`config.mk`:
```
export PLATFORM = sky130hd
export DESIGN_NAME = ccc_top
export DESIGN_NICKNAME = d
export VERILOG_FILES = /design/src/ccc_pkg.sv /design/src/ccc_top.sv /design/src/ccc_handler.sv /design/src/ccc_record_fifo.sv /design/src/ccc_frame_parser.sv
export SDC_FILE = /design/constraint.sdc
export NUM_CORES = 1
export LEC_CHECK = 0
export ABC_AREA = 1
export BUFFER_PORTS_ARGS = -buffer_cell sky130_fd_sc_hd__buf_2
export CORE_ASPECT_RATIO = 0.5
export CORE_MARGIN = 3
export CORE_UTILIZATION = 57
export CTS_CLUSTER_DIAMETER = 40
export CTS_CLUSTER_SIZE = 16
export DETAILED_ROUTE_END_ITERATION = 6
export GPL_TIMING_DRIVEN = 0
export PLACE_DENSITY_LB_ADDON = 0.15
export RECOVER_POWER = 100
export REMOVE_ABC_BUFFERS = 1
export SLEW_MARGIN = 25
export SYNTH_ARGS = -nofsm -noshare
export SYNTH_HDL_FRONTEND = slang
export SYNTH_SLANG_ARGS = --single-unit
```
`constraint.sdc`:
```
create_clock -name clk_i -period 2.8 [get_ports clk_i]
set_input_delay 0 -clock clk_i [delete_from_list [all_inputs] [get_ports clk_i]]
set_output_delay 0 -clock clk_i [all_outputs]
set_load 0.02 [all_outputs]
```
`src/ccc_pkg.sv`:
```
// Shared CCC codes and record types; codes cover only the commands the handler decodes
package ccc_pkg;

  // Bit 7 of a command code marks a direct command
  localparam logic [7:0] CCC_ENTHDR0       = 8'h20;
  localparam logic [7:0] CCC_RSTACT_BCAST  = 8'h2A;
  localparam logic [7:0] CCC_RSTACT_DIRECT = 8'h9A;
  localparam logic [7:0] CCC_GETMWL        = 8'h8B;
  localparam logic [7:0] CCC_GETMRL        = 8'h8C;

  // One parsed frame, 17 bits
  typedef struct packed {
    logic [7:0] code;
    logic [7:0] def_byte;
    logic       def_valid;
  } ccc_record_t;

  // Buffer size word, most significant byte first
  typedef struct packed {
    logic [7:0] tx_buf;
    logic [7:0] rx_buf;
    logic [7:0] ibi_status;
    logic [7:0] cr_queue;
  } queue_sizes_t;

endpackage
```
`src/ccc_top.sv`:
```
// Target-side CCC path; three cycles from frame end to result when the queue is empty and not held
module ccc_top #(
  parameter int unsigned FIFO_DEPTH = 4
) (
  input  logic                  clk_i,
  input  logic                  rst_ni,
  input  logic                  frame_start_i,
  input  logic [7:0]            byte_i,
  input  logic                  byte_valid_i,
  input  logic                  frame_end_i,
  input  logic                  response_hold_i,
  input  ccc_pkg::queue_sizes_t queue_size_i,
  output logic [7:0]            response_byte_o,
  output logic                  response_valid_o,
  output logic                  enter_hdr_o,
  output logic [7:0]            rst_action_o,
  output logic                  overflow_o
);

  import ccc_pkg::*;

  logic        push;
  ccc_record_t push_rec;
  logic        pop;
  ccc_record_t head_rec;
  logic        not_empty;

  ccc_frame_parser ccc_frame_parser_i (
    .clk_i         (clk_i),
    .rst_ni        (rst_ni),
    .frame_start_i (frame_start_i),
    .byte_i        (byte_i),
    .byte_valid_i  (byte_valid_i),
    .frame_end_i   (frame_end_i),
    .push_o        (push),
    .push_rec_o    (push_rec)
  );

  ccc_record_fifo #(
    .FIFO_DEPTH (FIFO_DEPTH)
  ) ccc_record_fifo_i (
    .clk_i       (clk_i),
    .rst_ni      (rst_ni),
    .push_i      (push),
    .push_rec_i  (push_rec),
    .pop_i       (pop),
    .head_rec_o  (head_rec),
    .not_empty_o (not_empty),
    .overflow_o  (overflow_o)
  );

  ccc_handler ccc_handler_i (
    .clk_i            (clk_i),
    .rst_ni           (rst_ni),
    .head_rec_i       (head_rec),
    .not_empty_i      (not_empty),
    .response_hold_i  (response_hold_i),
    .queue_size_i     (queue_size_i),
    .pop_o            (pop),
    .response_byte_o  (response_byte_o),
    .response_valid_o (response_valid_o),
    .enter_hdr_o      (enter_hdr_o),
    .rst_action_o     (rst_action_o)
  );

endmodule

```
`src/ccc_handler.sv`:
```
// Single-byte responses only; codes other than GETMRL, GETMWL, ENTHDR0 and RSTACT are discarded
module ccc_handler (
  input  logic                  clk_i,
  input  logic                  rst_ni,
  input  ccc_pkg::ccc_record_t  head_rec_i,
  input  logic                  not_empty_i,
  input  logic                  response_hold_i,
  input  ccc_pkg::queue_sizes_t queue_size_i,
  output logic                  pop_o,
  output logic [7:0]            response_byte_o,
  output logic                  response_valid_o,
  output logic                  enter_hdr_o,
  output logic [7:0]            rst_action_o
);

  import ccc_pkg::*;

  logic       resp_valid_d;
  logic [7:0] resp_byte_d;
  logic       enter_hdr_d;
  logic       rst_load_d;

  logic       resp_valid_q;
  logic [7:0] resp_byte_q;
  logic       enter_hdr_q;
  logic [7:0] rst_action_q;

  // Head record is taken as soon as it shows up
  assign pop_o = not_empty_i && !response_hold_i;

  always_comb begin
    resp_valid_d = 1'b0;
    resp_byte_d  = 8'h00;
    enter_hdr_d  = 1'b0;
    rst_load_d   = 1'b0;
    if (pop_o) begin
      unique case (head_rec_i.code)
        CCC_GETMRL: begin
          resp_byte_d  = queue_size_i.rx_buf;
          resp_valid_d = 1'b1;
        end
        CCC_GETMWL: begin
          resp_byte_d  = queue_size_i.tx_buf;
          resp_valid_d = 1'b1;
        end
        CCC_ENTHDR0: begin
          enter_hdr_d = 1'b1;
        end
        CCC_RSTACT_BCAST, CCC_RSTACT_DIRECT: begin
          // Without a defining byte the action is kept
          rst_load_d = head_rec_i.def_valid;
        end
        default: ;
      endcase
    end
  end

  always_ff @(posedge clk_i or negedge rst_ni) begin
    if (!rst_ni) begin
      resp_valid_q <= 1'b0;
      enter_hdr_q  <= 1'b0;
      rst_action_q <= 8'h00;
    end else begin
      resp_valid_q <= resp_valid_d;
      enter_hdr_q  <= enter_hdr_d;
      if (rst_load_d) begin
        rst_action_q <= head_rec_i.def_byte;
      end
    end
  end

  always_ff @(posedge clk_i) begin
    if (resp_valid_d) begin
      resp_byte_q <= resp_byte_d;
    end
  end

  assign response_byte_o  = resp_byte_q;
  assign response_valid_o = resp_valid_q;
  assign enter_hdr_o      = enter_hdr_q;
  assign rst_action_o     = rst_action_q;

  // A single record drives at most one kind of pulse
  single_pulse_kind_a: assert property (
    @(posedge clk_i) disable iff (!rst_ni)
    !(response_valid_o && enter_hdr_o)
  );

endmodule

```
`src/ccc_record_fifo.sv`:
```
// FIFO_DEPTH must be a power of two of 2 or more; pushes into a full queue are lost
module ccc_record_fifo #(
  parameter int unsigned FIFO_DEPTH = 4
) (
  input  logic                 clk_i,
  input  logic                 rst_ni,
  input  logic                 push_i,
  input  ccc_pkg::ccc_record_t push_rec_i,
  input  logic                 pop_i,
  output ccc_pkg::ccc_record_t head_rec_o,
  output logic                 not_empty_o,
  output logic                 overflow_o
);

  import ccc_pkg::*;

  localparam int unsigned PTR_W = $clog2(FIFO_DEPTH);
  localparam logic [PTR_W:0] FULL_CNT = (PTR_W + 1)'(FIFO_DEPTH);

  ccc_record_t      mem_q [FIFO_DEPTH];
  logic [PTR_W-1:0] wr_ptr_q;
  logic [PTR_W-1:0] rd_ptr_q;
  logic [PTR_W:0]   count_q;
  logic             overflow_q;
  logic             full;
  logic             wr_en;
  logic             rd_en;

  assign full  = (count_q == FULL_CNT);
  // A pop on a full queue frees the slot for a push in the same cycle
  assign wr_en = push_i && (!full || pop_i);
  assign rd_en = pop_i && not_empty_o;

  always_ff @(posedge clk_i or negedge rst_ni) begin
    if (!rst_ni) begin
      wr_ptr_q   <= '0;
      rd_ptr_q   <= '0;
      count_q    <= '0;
      overflow_q <= 1'b0;
    end else begin
      if (wr_en) begin
        wr_ptr_q <= wr_ptr_q + 1'b1;
      end
      if (rd_en) begin
        rd_ptr_q <= rd_ptr_q + 1'b1;
      end
      case ({wr_en, rd_en})
        2'b10:   count_q <= count_q + 1'b1;
        2'b01:   count_q <= count_q - 1'b1;
        default: count_q <= count_q;
      endcase
      if (push_i && !wr_en) begin
        overflow_q <= 1'b1;
      end
    end
  end

  always_ff @(posedge clk_i) begin
    if (wr_en) begin
      mem_q[wr_ptr_q] <= push_rec_i;
    end
  end

  assign head_rec_o  = mem_q[rd_ptr_q];
  assign not_empty_o = (count_q != '0);
  assign overflow_o  = overflow_q;

  // Consumer must only pop a waiting record
  pop_not_empty_a: assert property (
    @(posedge clk_i) disable iff (!rst_ni)
    pop_i |-> not_empty_o
  );

endmodule

```
`src/ccc_frame_parser.sv`:
```
// Keeps only the first two bytes of a frame; stray bytes and frames without a code are dropped
module ccc_frame_parser (
  input  logic                clk_i,
  input  logic                rst_ni,
  input  logic                frame_start_i,
  input  logic [7:0]          byte_i,
  input  logic                byte_valid_i,
  input  logic                frame_end_i,
  output logic                push_o,
  output ccc_pkg::ccc_record_t push_rec_o
);

  import ccc_pkg::*;

  typedef enum logic [1:0] {
    ST_IDLE,
    ST_CODE,
    ST_DEF,
    ST_DONE
  } state_e;

  state_e      state_q;
  ccc_record_t rec_q;
  logic        push_q;
  logic        have_code;

  // Code byte already seen in this frame
  assign have_code = (state_q == ST_DEF) || (state_q == ST_DONE);

  always_ff @(posedge clk_i or negedge rst_ni) begin
    if (!rst_ni) begin
      state_q <= ST_IDLE;
      push_q  <= 1'b0;
    end else begin
      push_q <= 1'b0;
      if (frame_start_i) begin
        // A byte strobed with the start is taken as the code
        state_q <= byte_valid_i ? ST_DEF : ST_CODE;
      end else if (frame_end_i) begin
        push_q  <= have_code;
        state_q <= ST_IDLE;
      end else if (byte_valid_i) begin
        case (state_q)
          ST_CODE: state_q <= ST_DEF;
          ST_DEF:  state_q <= ST_DONE;
          default: state_q <= state_q;
        endcase
      end
    end
  end

  always_ff @(posedge clk_i) begin
    if (frame_start_i) begin
      rec_q.def_valid <= 1'b0;
      if (byte_valid_i) begin
        rec_q.code <= byte_i;
      end
    end else if (byte_valid_i && !frame_end_i) begin
      if (state_q == ST_CODE) begin
        rec_q.code <= byte_i;
      end else if (state_q == ST_DEF) begin
        rec_q.def_byte  <= byte_i;
        rec_q.def_valid <= 1'b1;
      end
    end
  end

  assign push_o     = push_q;
  assign push_rec_o = rec_q;

  // One record per frame, so pushes never come back to back
  push_single_cycle_a: assert property (
    @(posedge clk_i) disable iff (!rst_ni)
    push_o |=> !push_o
  );

endmodule

```
* Word-level counts from Yosys, hierarchy flattened *
Memories as Yosys holds them, arrays and structs flattened.
Index checks and enable logic that the tools add are counted.

cells by class
  $add $sub $neg = 4
  equality and inequality tests = 12
  mux-type cells = 23
  bitwise logic cells = 2
  reductions and logical operators = 23

operators with widths
  operator             number
  $eq 8x8->1 const B   3
  $mux 8               3
  $mux 9               2
  $mux 17              1
  $eq 8x6->1 const B   2
  $pmux 8 s2           1
  $mux 1               10
  $mux 2               4
  $eq 2x2->1 const B   3
  $pmux 3 s2           1
  $reduce_and 3->1     2
  $reduce_bool 2->1    3
  $reduce_bool 3->1    2
  $logic_and 1x1->1    5
  $add 2x1->2 const B  2
  $eq 2x1->1 const B   2
  $logic_not 1->1      4
  $pmux 2 s2           1
  $reduce_and 4->1     1
  $reduce_bool 4->1    1
  $reduce_or 2->1      2
  $add 3x1->3 const B  1
  $eq 3x3->1 const B   1
  $sub 3x1->3 const B  1
  4 further kinds      6

word-level totals
  register bits = 46
  bits in writable memories = 68
  bits of input ports = 46
  output and inout port bits = 19
  memories kept = 1

memories
  name                     depth  bits a word  read ports  clocked after memory_dff  write ports  line                   source
  ccc_record_fifo_i.mem_q  4      17           1           0                         1            ccc_record_fifo.sv:20  ccc_record_t mem_q [FIFO_DEPTH];

* Depth between registers and ports, before layout *
  word-level depth = 6
  gate-level depth with buffers = 13

* Cells and area by module *
Synthesis repeated with hierarchy kept, for this count alone.

unflattened totals
  cells, all modules = 431
  area, all modules = 5034.8 µm²

modules (own cells, without submodules)
  module            times used  cells each  area each (µm²)
  ccc_record_fifo   1           263         3221.8
  ccc_handler       1           101         1008.5
  ccc_frame_parser  1           67          804.5

* Least setup slack after synthesis *
OpenSTA, ideal clock, no wires.

  path kind = register -> register
  start = register ccc_record_fifo_i.count_q[0]
  end = register ccc_record_fifo_i.count_q[2]
  setup time = 0.131 ns
  data arrival time = 1.988 ns
  required time = 2.669 ns
  slack = 0.681 ns
  cell stages (with the launch flop) = 12
  period minus slack after synthesis = 2.119 ns
  path through = dfrtp_1 -> inv_1 -> nand2_1 -> o21bai_1 -> nand2_1 -> nand2_1 -> ha_1 -> inv_1 -> fa_1 -> a21oi_1 -> o21ai_0 -> xor2_1

on the way
  longest elaborated chain between the ends = 6
  elaborated cells between the ends (all ways) = 13

RTL lines
  element                                                      line                                          source
  start, declared                                              ccc_record_fifo.sv:23                         logic [PTR_W:0] count_q;
  start signal, assigned                                       ccc_record_fifo.sv:48                         2'b10: count_q <= count_q + 1'b1;
  start signal, assigned                                       ccc_record_fifo.sv:49                         2'b01: count_q <= count_q - 1'b1;
  start signal, assigned                                       ccc_record_fifo.sv:50                         default: count_q <= count_q;
  $eq 3x3->1 / $reduce_bool 3->1 (equally long branches)       ccc_record_fifo.sv:29, ccc_record_fifo.sv:65
  $logic_not 1->1 / $logic_and 1x1->1 (equally long branches)  ccc_record_fifo.sv:31, ccc_handler.sv:29
  $logic_or 1x1->1                                             ccc_record_fifo.sv:31                         assign wr_en = push_i && (!full || pop_i);
  $logic_and 1x1->1                                            ccc_record_fifo.sv:31
  $eq 2x1->1 / $eq 2x2->1 (equally long branches)              ccc_record_fifo.sv:47                         case ({wr_en, rd_en})
  $pmux 3 s2 / $reduce_bool 2->1 (equally long branches)       n/a

Several ways; a longest one is shown, not always the timed one.
A chain may end at the register's enable or synchronous reset.

* Final worst setup path *
  start = register ccc_record_fifo_i.rd_ptr_q[0]
  end = register ccc_handler_i.rst_action_q[3], in the netlist ccc_handler_i.rst_action_o[3]

on the way
  longest elaborated chain between the ends = 5
  elaborated cells between the ends (all ways) = 6

RTL lines
  element                                          line                   source
  start, declared                                  ccc_record_fifo.sv:22  logic [PTR_W-1:0] rd_ptr_q;
  start signal, assigned                           ccc_record_fifo.sv:45  rd_ptr_q <= rd_ptr_q + 1'b1;
  $mem_v2 4x17 (*)                                 n/a
  $eq 8x6->1 / $eq 8x8->1 (equally long branches)  ccc_handler.sv:37      unique case (head_rec_i.code)
  $reduce_or 2->1                                  ccc_handler.sv:37
  $mux 1                                           ccc_handler.sv:37
  $mux 1                                           ccc_handler.sv:36      if (pop_o) begin
  end signal, assigned                             ccc_handler.sv:67      rst_action_q <= head_rec_i.def_byte;
  end, declared                                    ccc_handler.sv:26      logic [7:0] rst_action_q;

Every way passes the cells marked *; elsewhere a longest branch is shown, timed or not.

==> tab_implementation.tex <==
\begin{tabular}{lr}
\hline
Metric & Value \\
\hline
\multicolumn{2}{l}{\textbf{Global route}} \\
GRT Residual Overflow & 0 \\
Maximum number of pins on one net before global-route repair & 38 \\
Global-route wire length before repair & 16,640 um \\
Vias in the first global route & 3,498 \\
Antenna violations before repair & 0 \\
Total routing usage reported by global routing & 23.22\% \\
\multicolumn{2}{l}{\textbf{STA}} \\
Number of setup violations in the final report & 0 \\
Final setup TNS & 0 ns \\
Hold Violations, Final & 0 \\
Post-route clock period utilization & 91.41\% \\
Slew headroom & 14.95\% \\
Count of pins over their slew limit & 0 \\
Worst clock skew & 0.008908 ns \\
Final worst path period need & 2.560 ns \\
Achievable Freq & 390.7 MHz \\
Worst setup slack after layout & 0.2405 ns \\
Unrepaired setup endpoints after global routing & no \\
Slew of the pin with the lowest slew margin & 1.276 ns \\
\multicolumn{2}{l}{\textbf{Worst setup path}} \\
Sort of element at the end of the critical path & flop \\
Type of the worst setup path & flop to flop \\
Reg-to-reg slack, setup & 0.24 ns \\
Critical Path AT & 2.85 ns \\
Critical path data required time & 3.09 ns \\
Kind of launch point of the worst setup path & flop \\
Reg2reg start & ccc\_record\_fifo\_i.rd\_ptr\_q[0] \\
Maximum fanout along the worst path & 37 \\
R2r worst-path depth & 10 \\
R2r endpoint & ccc\_handler\_i.rst\_action\_o[3] \\
\multicolumn{2}{l}{\textbf{Power and ir drop}} \\
Leakage dissipation & 2.394 nW \\
Total power divided by cell area & 942.9 nW/um\^{}2 \\
IR Drop Worst-Case VDD & 0.5462 mV \\
Final Total Pwr & 5.635 mW \\
\multicolumn{2}{l}{\textbf{Synth}} \\
Register area share after synthesis & 68.53\% \\
Post-synth cell types & 33 \\
Ys Warns & 0 \\
Syn Inst Count & 415 \\
Top cell type's share of synthesized area & 57.23\% \\
Predominant post-synthesis flop cell & edfxtp\_1 \\
Largest cells by area after synthesis & edfxtp\_1, dfrtp\_1, nand2\_1, nand3\_1, nor2\_1 \\
Avg Synthesized Cell Area & 11.63 um\^{}2 \\
Number of enable-type register cells in the synthesized netlist & 92 \\
Mapped cell area & 4827 um\^{}2 \\
Cell type contributing the most total cell area after synthesis & edfxtp\_1 \\
Yosys reg bits & 114 \\
Share of synthesized registers carrying an async set or reset & 18.42\% \\
\multicolumn{2}{l}{\textbf{Detailed routing}} \\
Routed wl met2 & 5315 um \\
Routed wire length & 10,470 um \\
Detailed Routing Iterations Pass 1 & 5 \\
Routed via count & 3,379 \\
Vias per cell & 5.432 \\
Length of routed met3 wiring & 799 um \\
Top routing layer in use & met4 \\
Metal-1 WL & 4223 um \\
DR DRC count & 0 \\
Initial detailed-routing violation count & 196 \\
Routed wire per std cell & 16.84 um \\
Final ANT Viol Nets & 0 \\
\multicolumn{2}{l}{\textbf{Worst hold path}} \\
HP Class & input port to flop \\
Worst Hold Launch & queue\_size\_i[26] \\
Worst hold path depth & 3 \\
Endpoint of the worst hold-timing path & ccc\_handler\_i.response\_byte\_o[2] \\
\multicolumn{2}{l}{\textbf{Place}} \\
HPWL reported at the end of detailed placement & 6235 um \\
Total instance count after detailed placement & 562 \\
Weighted congestion at the end of routability-driven global placement & 0.7289 \\
Count of input and output buffers & 48 \\
Worst slack, placed & -0.2841 ns \\
\multicolumn{2}{l}{\textbf{Finish}} \\
Final net count & 552 \\
Share of the core filled with cells & 73.64\% \\
Synthesis-to-layout area growth & 23.79\% \\
Non-filler cells in the finished layout & 622 \\
Ant. Diodes & 0 \\
Fraction of final layout cells with drive strength greater than 1 & 14.12\% \\
\multicolumn{2}{l}{\textbf{Die}} \\
Initial core utilization & 59.48\% \\
Die Footprint & 9676 um\^{}2 \\
Placeable Area & 8115 um\^{}2 \\
Ports & 65 \\
Placement row count & 23 \\
DIE HEIGHT & 71.07 um \\
Horizontal extent of the die & 136.1 um \\
\multicolumn{2}{l}{\textbf{Job}} \\
MaxCap Viol Count & 0 \\
\multicolumn{2}{l}{\textbf{CTS}} \\
Cts bufs inserted & 17 \\
CTS H-tree depth & 4 \\
Root Driver & clkbuf\_16 \\
Clock transition at the registers of the reported paths & 0.05 ns \\
Number of clock sinks & 114 \\
Clock tree from TritonCTS & done \\
Longest Clk Path Bufs & 2 \\
Later-pin clock latency in the skew report & 0.41 ns \\
\multicolumn{2}{l}{\textbf{Status}} \\
Run status & finished clean \\
\hline
\end{tabular}
[layer usage]
metal | global-route usage [%] | vias to the layer above
li1 | - | 1589
met1 | 27.85 | 1643
met2 | 40.27 | 127
met3 | 6.889 | 20
met4 | 8.603 | 0
met5 | 0 | -
[cell usage in the layout (no fill, tap or decap), drive strengths merged, types with 3 or more instances in the layout]
cell,synthesis,final
a21oi,12,12
buf,13,19
bufinv,0,4
clkbuf,1,50
clkinv,0,7
dfrtp,21,21
dlygate4sd3,0,28
edfxtp,92,92
ha,8,8
inv,29,29
nand2,101,101
nand3,42,42
nor2,50,50
o21ai,26,26
o22ai,8,8
xor2,3,3
[critical path, cell delays in order (launching register included)]
cell and delay (ns):
dfrtp_4 0.66, inv_6 0.31, nand2_1 0.10, nand3_1 0.08, nand2_1 0.11, inv_1 0.09
nand4_1 0.19, nand2_1 0.38, nand2_1 0.30, nand2_1 0.13, nand2_1 0.06
[flip-flops by register name (all words and copies together), names as in the netlist]
signal / count
ccc_frame_parser_i.push_rec_o: 17
ccc_record_fifo_i.count_q: 3
ccc_record_fifo_i.rd_ptr_q: 2
ccc_handler_i.rst_action_o: 8
ccc_record_fifo_i.wr_ptr_q: 2
ccc_handler_i.response_valid_o: 1
ccc_record_fifo_i.overflow_o: 1
ccc_handler_i.response_byte_o: 8
ccc_handler_i.enter_hdr_o: 1
ccc_frame_parser_i.push_o: 1
ccc_frame_parser_i.state_q: 2
ccc_record_fifo_i.mem_q: 68
[synth_stat cells (2+ instances only)]
cell type / n
o21ai_1: 2
a21oi_1: 11
nand2_2: 7
xor2_1: 3
inv_1: 27
edfxtp_1: 92
o22ai_1: 8
nor2_4: 3
buf_4: 3
o21ai_0: 24
dfrtp_1: 21
ha_1: 8
buf_6: 5
nand3_2: 3
nand2_1: 93
nor2_1: 46
buf_2: 5
nand3_1: 39
[through the flow]
| stage | area [um^2] | hold WS [ns] |
|---|---|---|
| CTS | 6027 | 0.002636 |
| floorplan | 4720 | -0.2956 |
| finish | 5976 | 0.01444 |
| global route | 5976 | 0.02708 |
| global placement | 5100 | -0.01230 |
| detailed placement | 5137 | 0.004495 |
[cell families after synthesis]
family          count (synthesis)  synth area share, %
compound gates                 49                5.547
xor+xnor                        4               0.7259
fa+ha+maj                       9                2.488
buf+inv                        43                4.588
flops                         114                68.53
simple gates                  196                18.12
[final cells by class]
class | instances | area (um^2)
Clock buffer | 20 | 436.7
Clock inverter | 12 | 163.9
Fill cell | 554 | 2140
Inverter | 29 | 116.4
Multi-Input combinational cell | 258 | 1316
Sequential cell | 114 | 3313
Tap cell | 112 | 140.1
Timing Repair Buffer | 77 | 489.2
[repair_timing]
| item | in CTS | in global routing |
|---|---|---|
| buffers inserted | 0 | 0 |
| hold buffers | 28 | 0 |
| resized for setup | 3 | 3 |
| endpoints found under the setup margin | 10 | 10 |
| endpoints found under the hold margin | 49 | 0 |
[worst max-delay path by stage]
stage                                   from                                to  slack [ns]  cells after the start
2_1_floorplan   ccc_record_fifo_i.count_q[0]      ccc_record_fifo_i.count_q[2]        0.31                     11
3_3_place_gp   ccc_record_fifo_i.rd_ptr_q[0]  ccc_handler_i.response_byte_o[5]       -0.32                      8
3_5_place_dp    ccc_record_fifo_i.count_q[0]      ccc_record_fifo_i.count_q[2]       -0.28                     11
4_1_cts        ccc_record_fifo_i.rd_ptr_q[1]  ccc_handler_i.response_byte_o[5]      -0.006                      7
5_1_grt         ccc_record_fifo_i.count_q[0]     ccc_record_fifo_i.mem_q[2][5]        0.04                      7
6_report       ccc_record_fifo_i.rd_ptr_q[0]     ccc_handler_i.rst_action_o[3]        0.24                     10
[where the power goes]
group / internal [mW] / leakage, nW / switching (mW)
combinational: 0.405 / 0.969 / 0.860
sequential: 1.97 / 1.13 / 0.227
clock: 1.47 / 0.293 / 0.704
(Power assumes the default switching activity.)
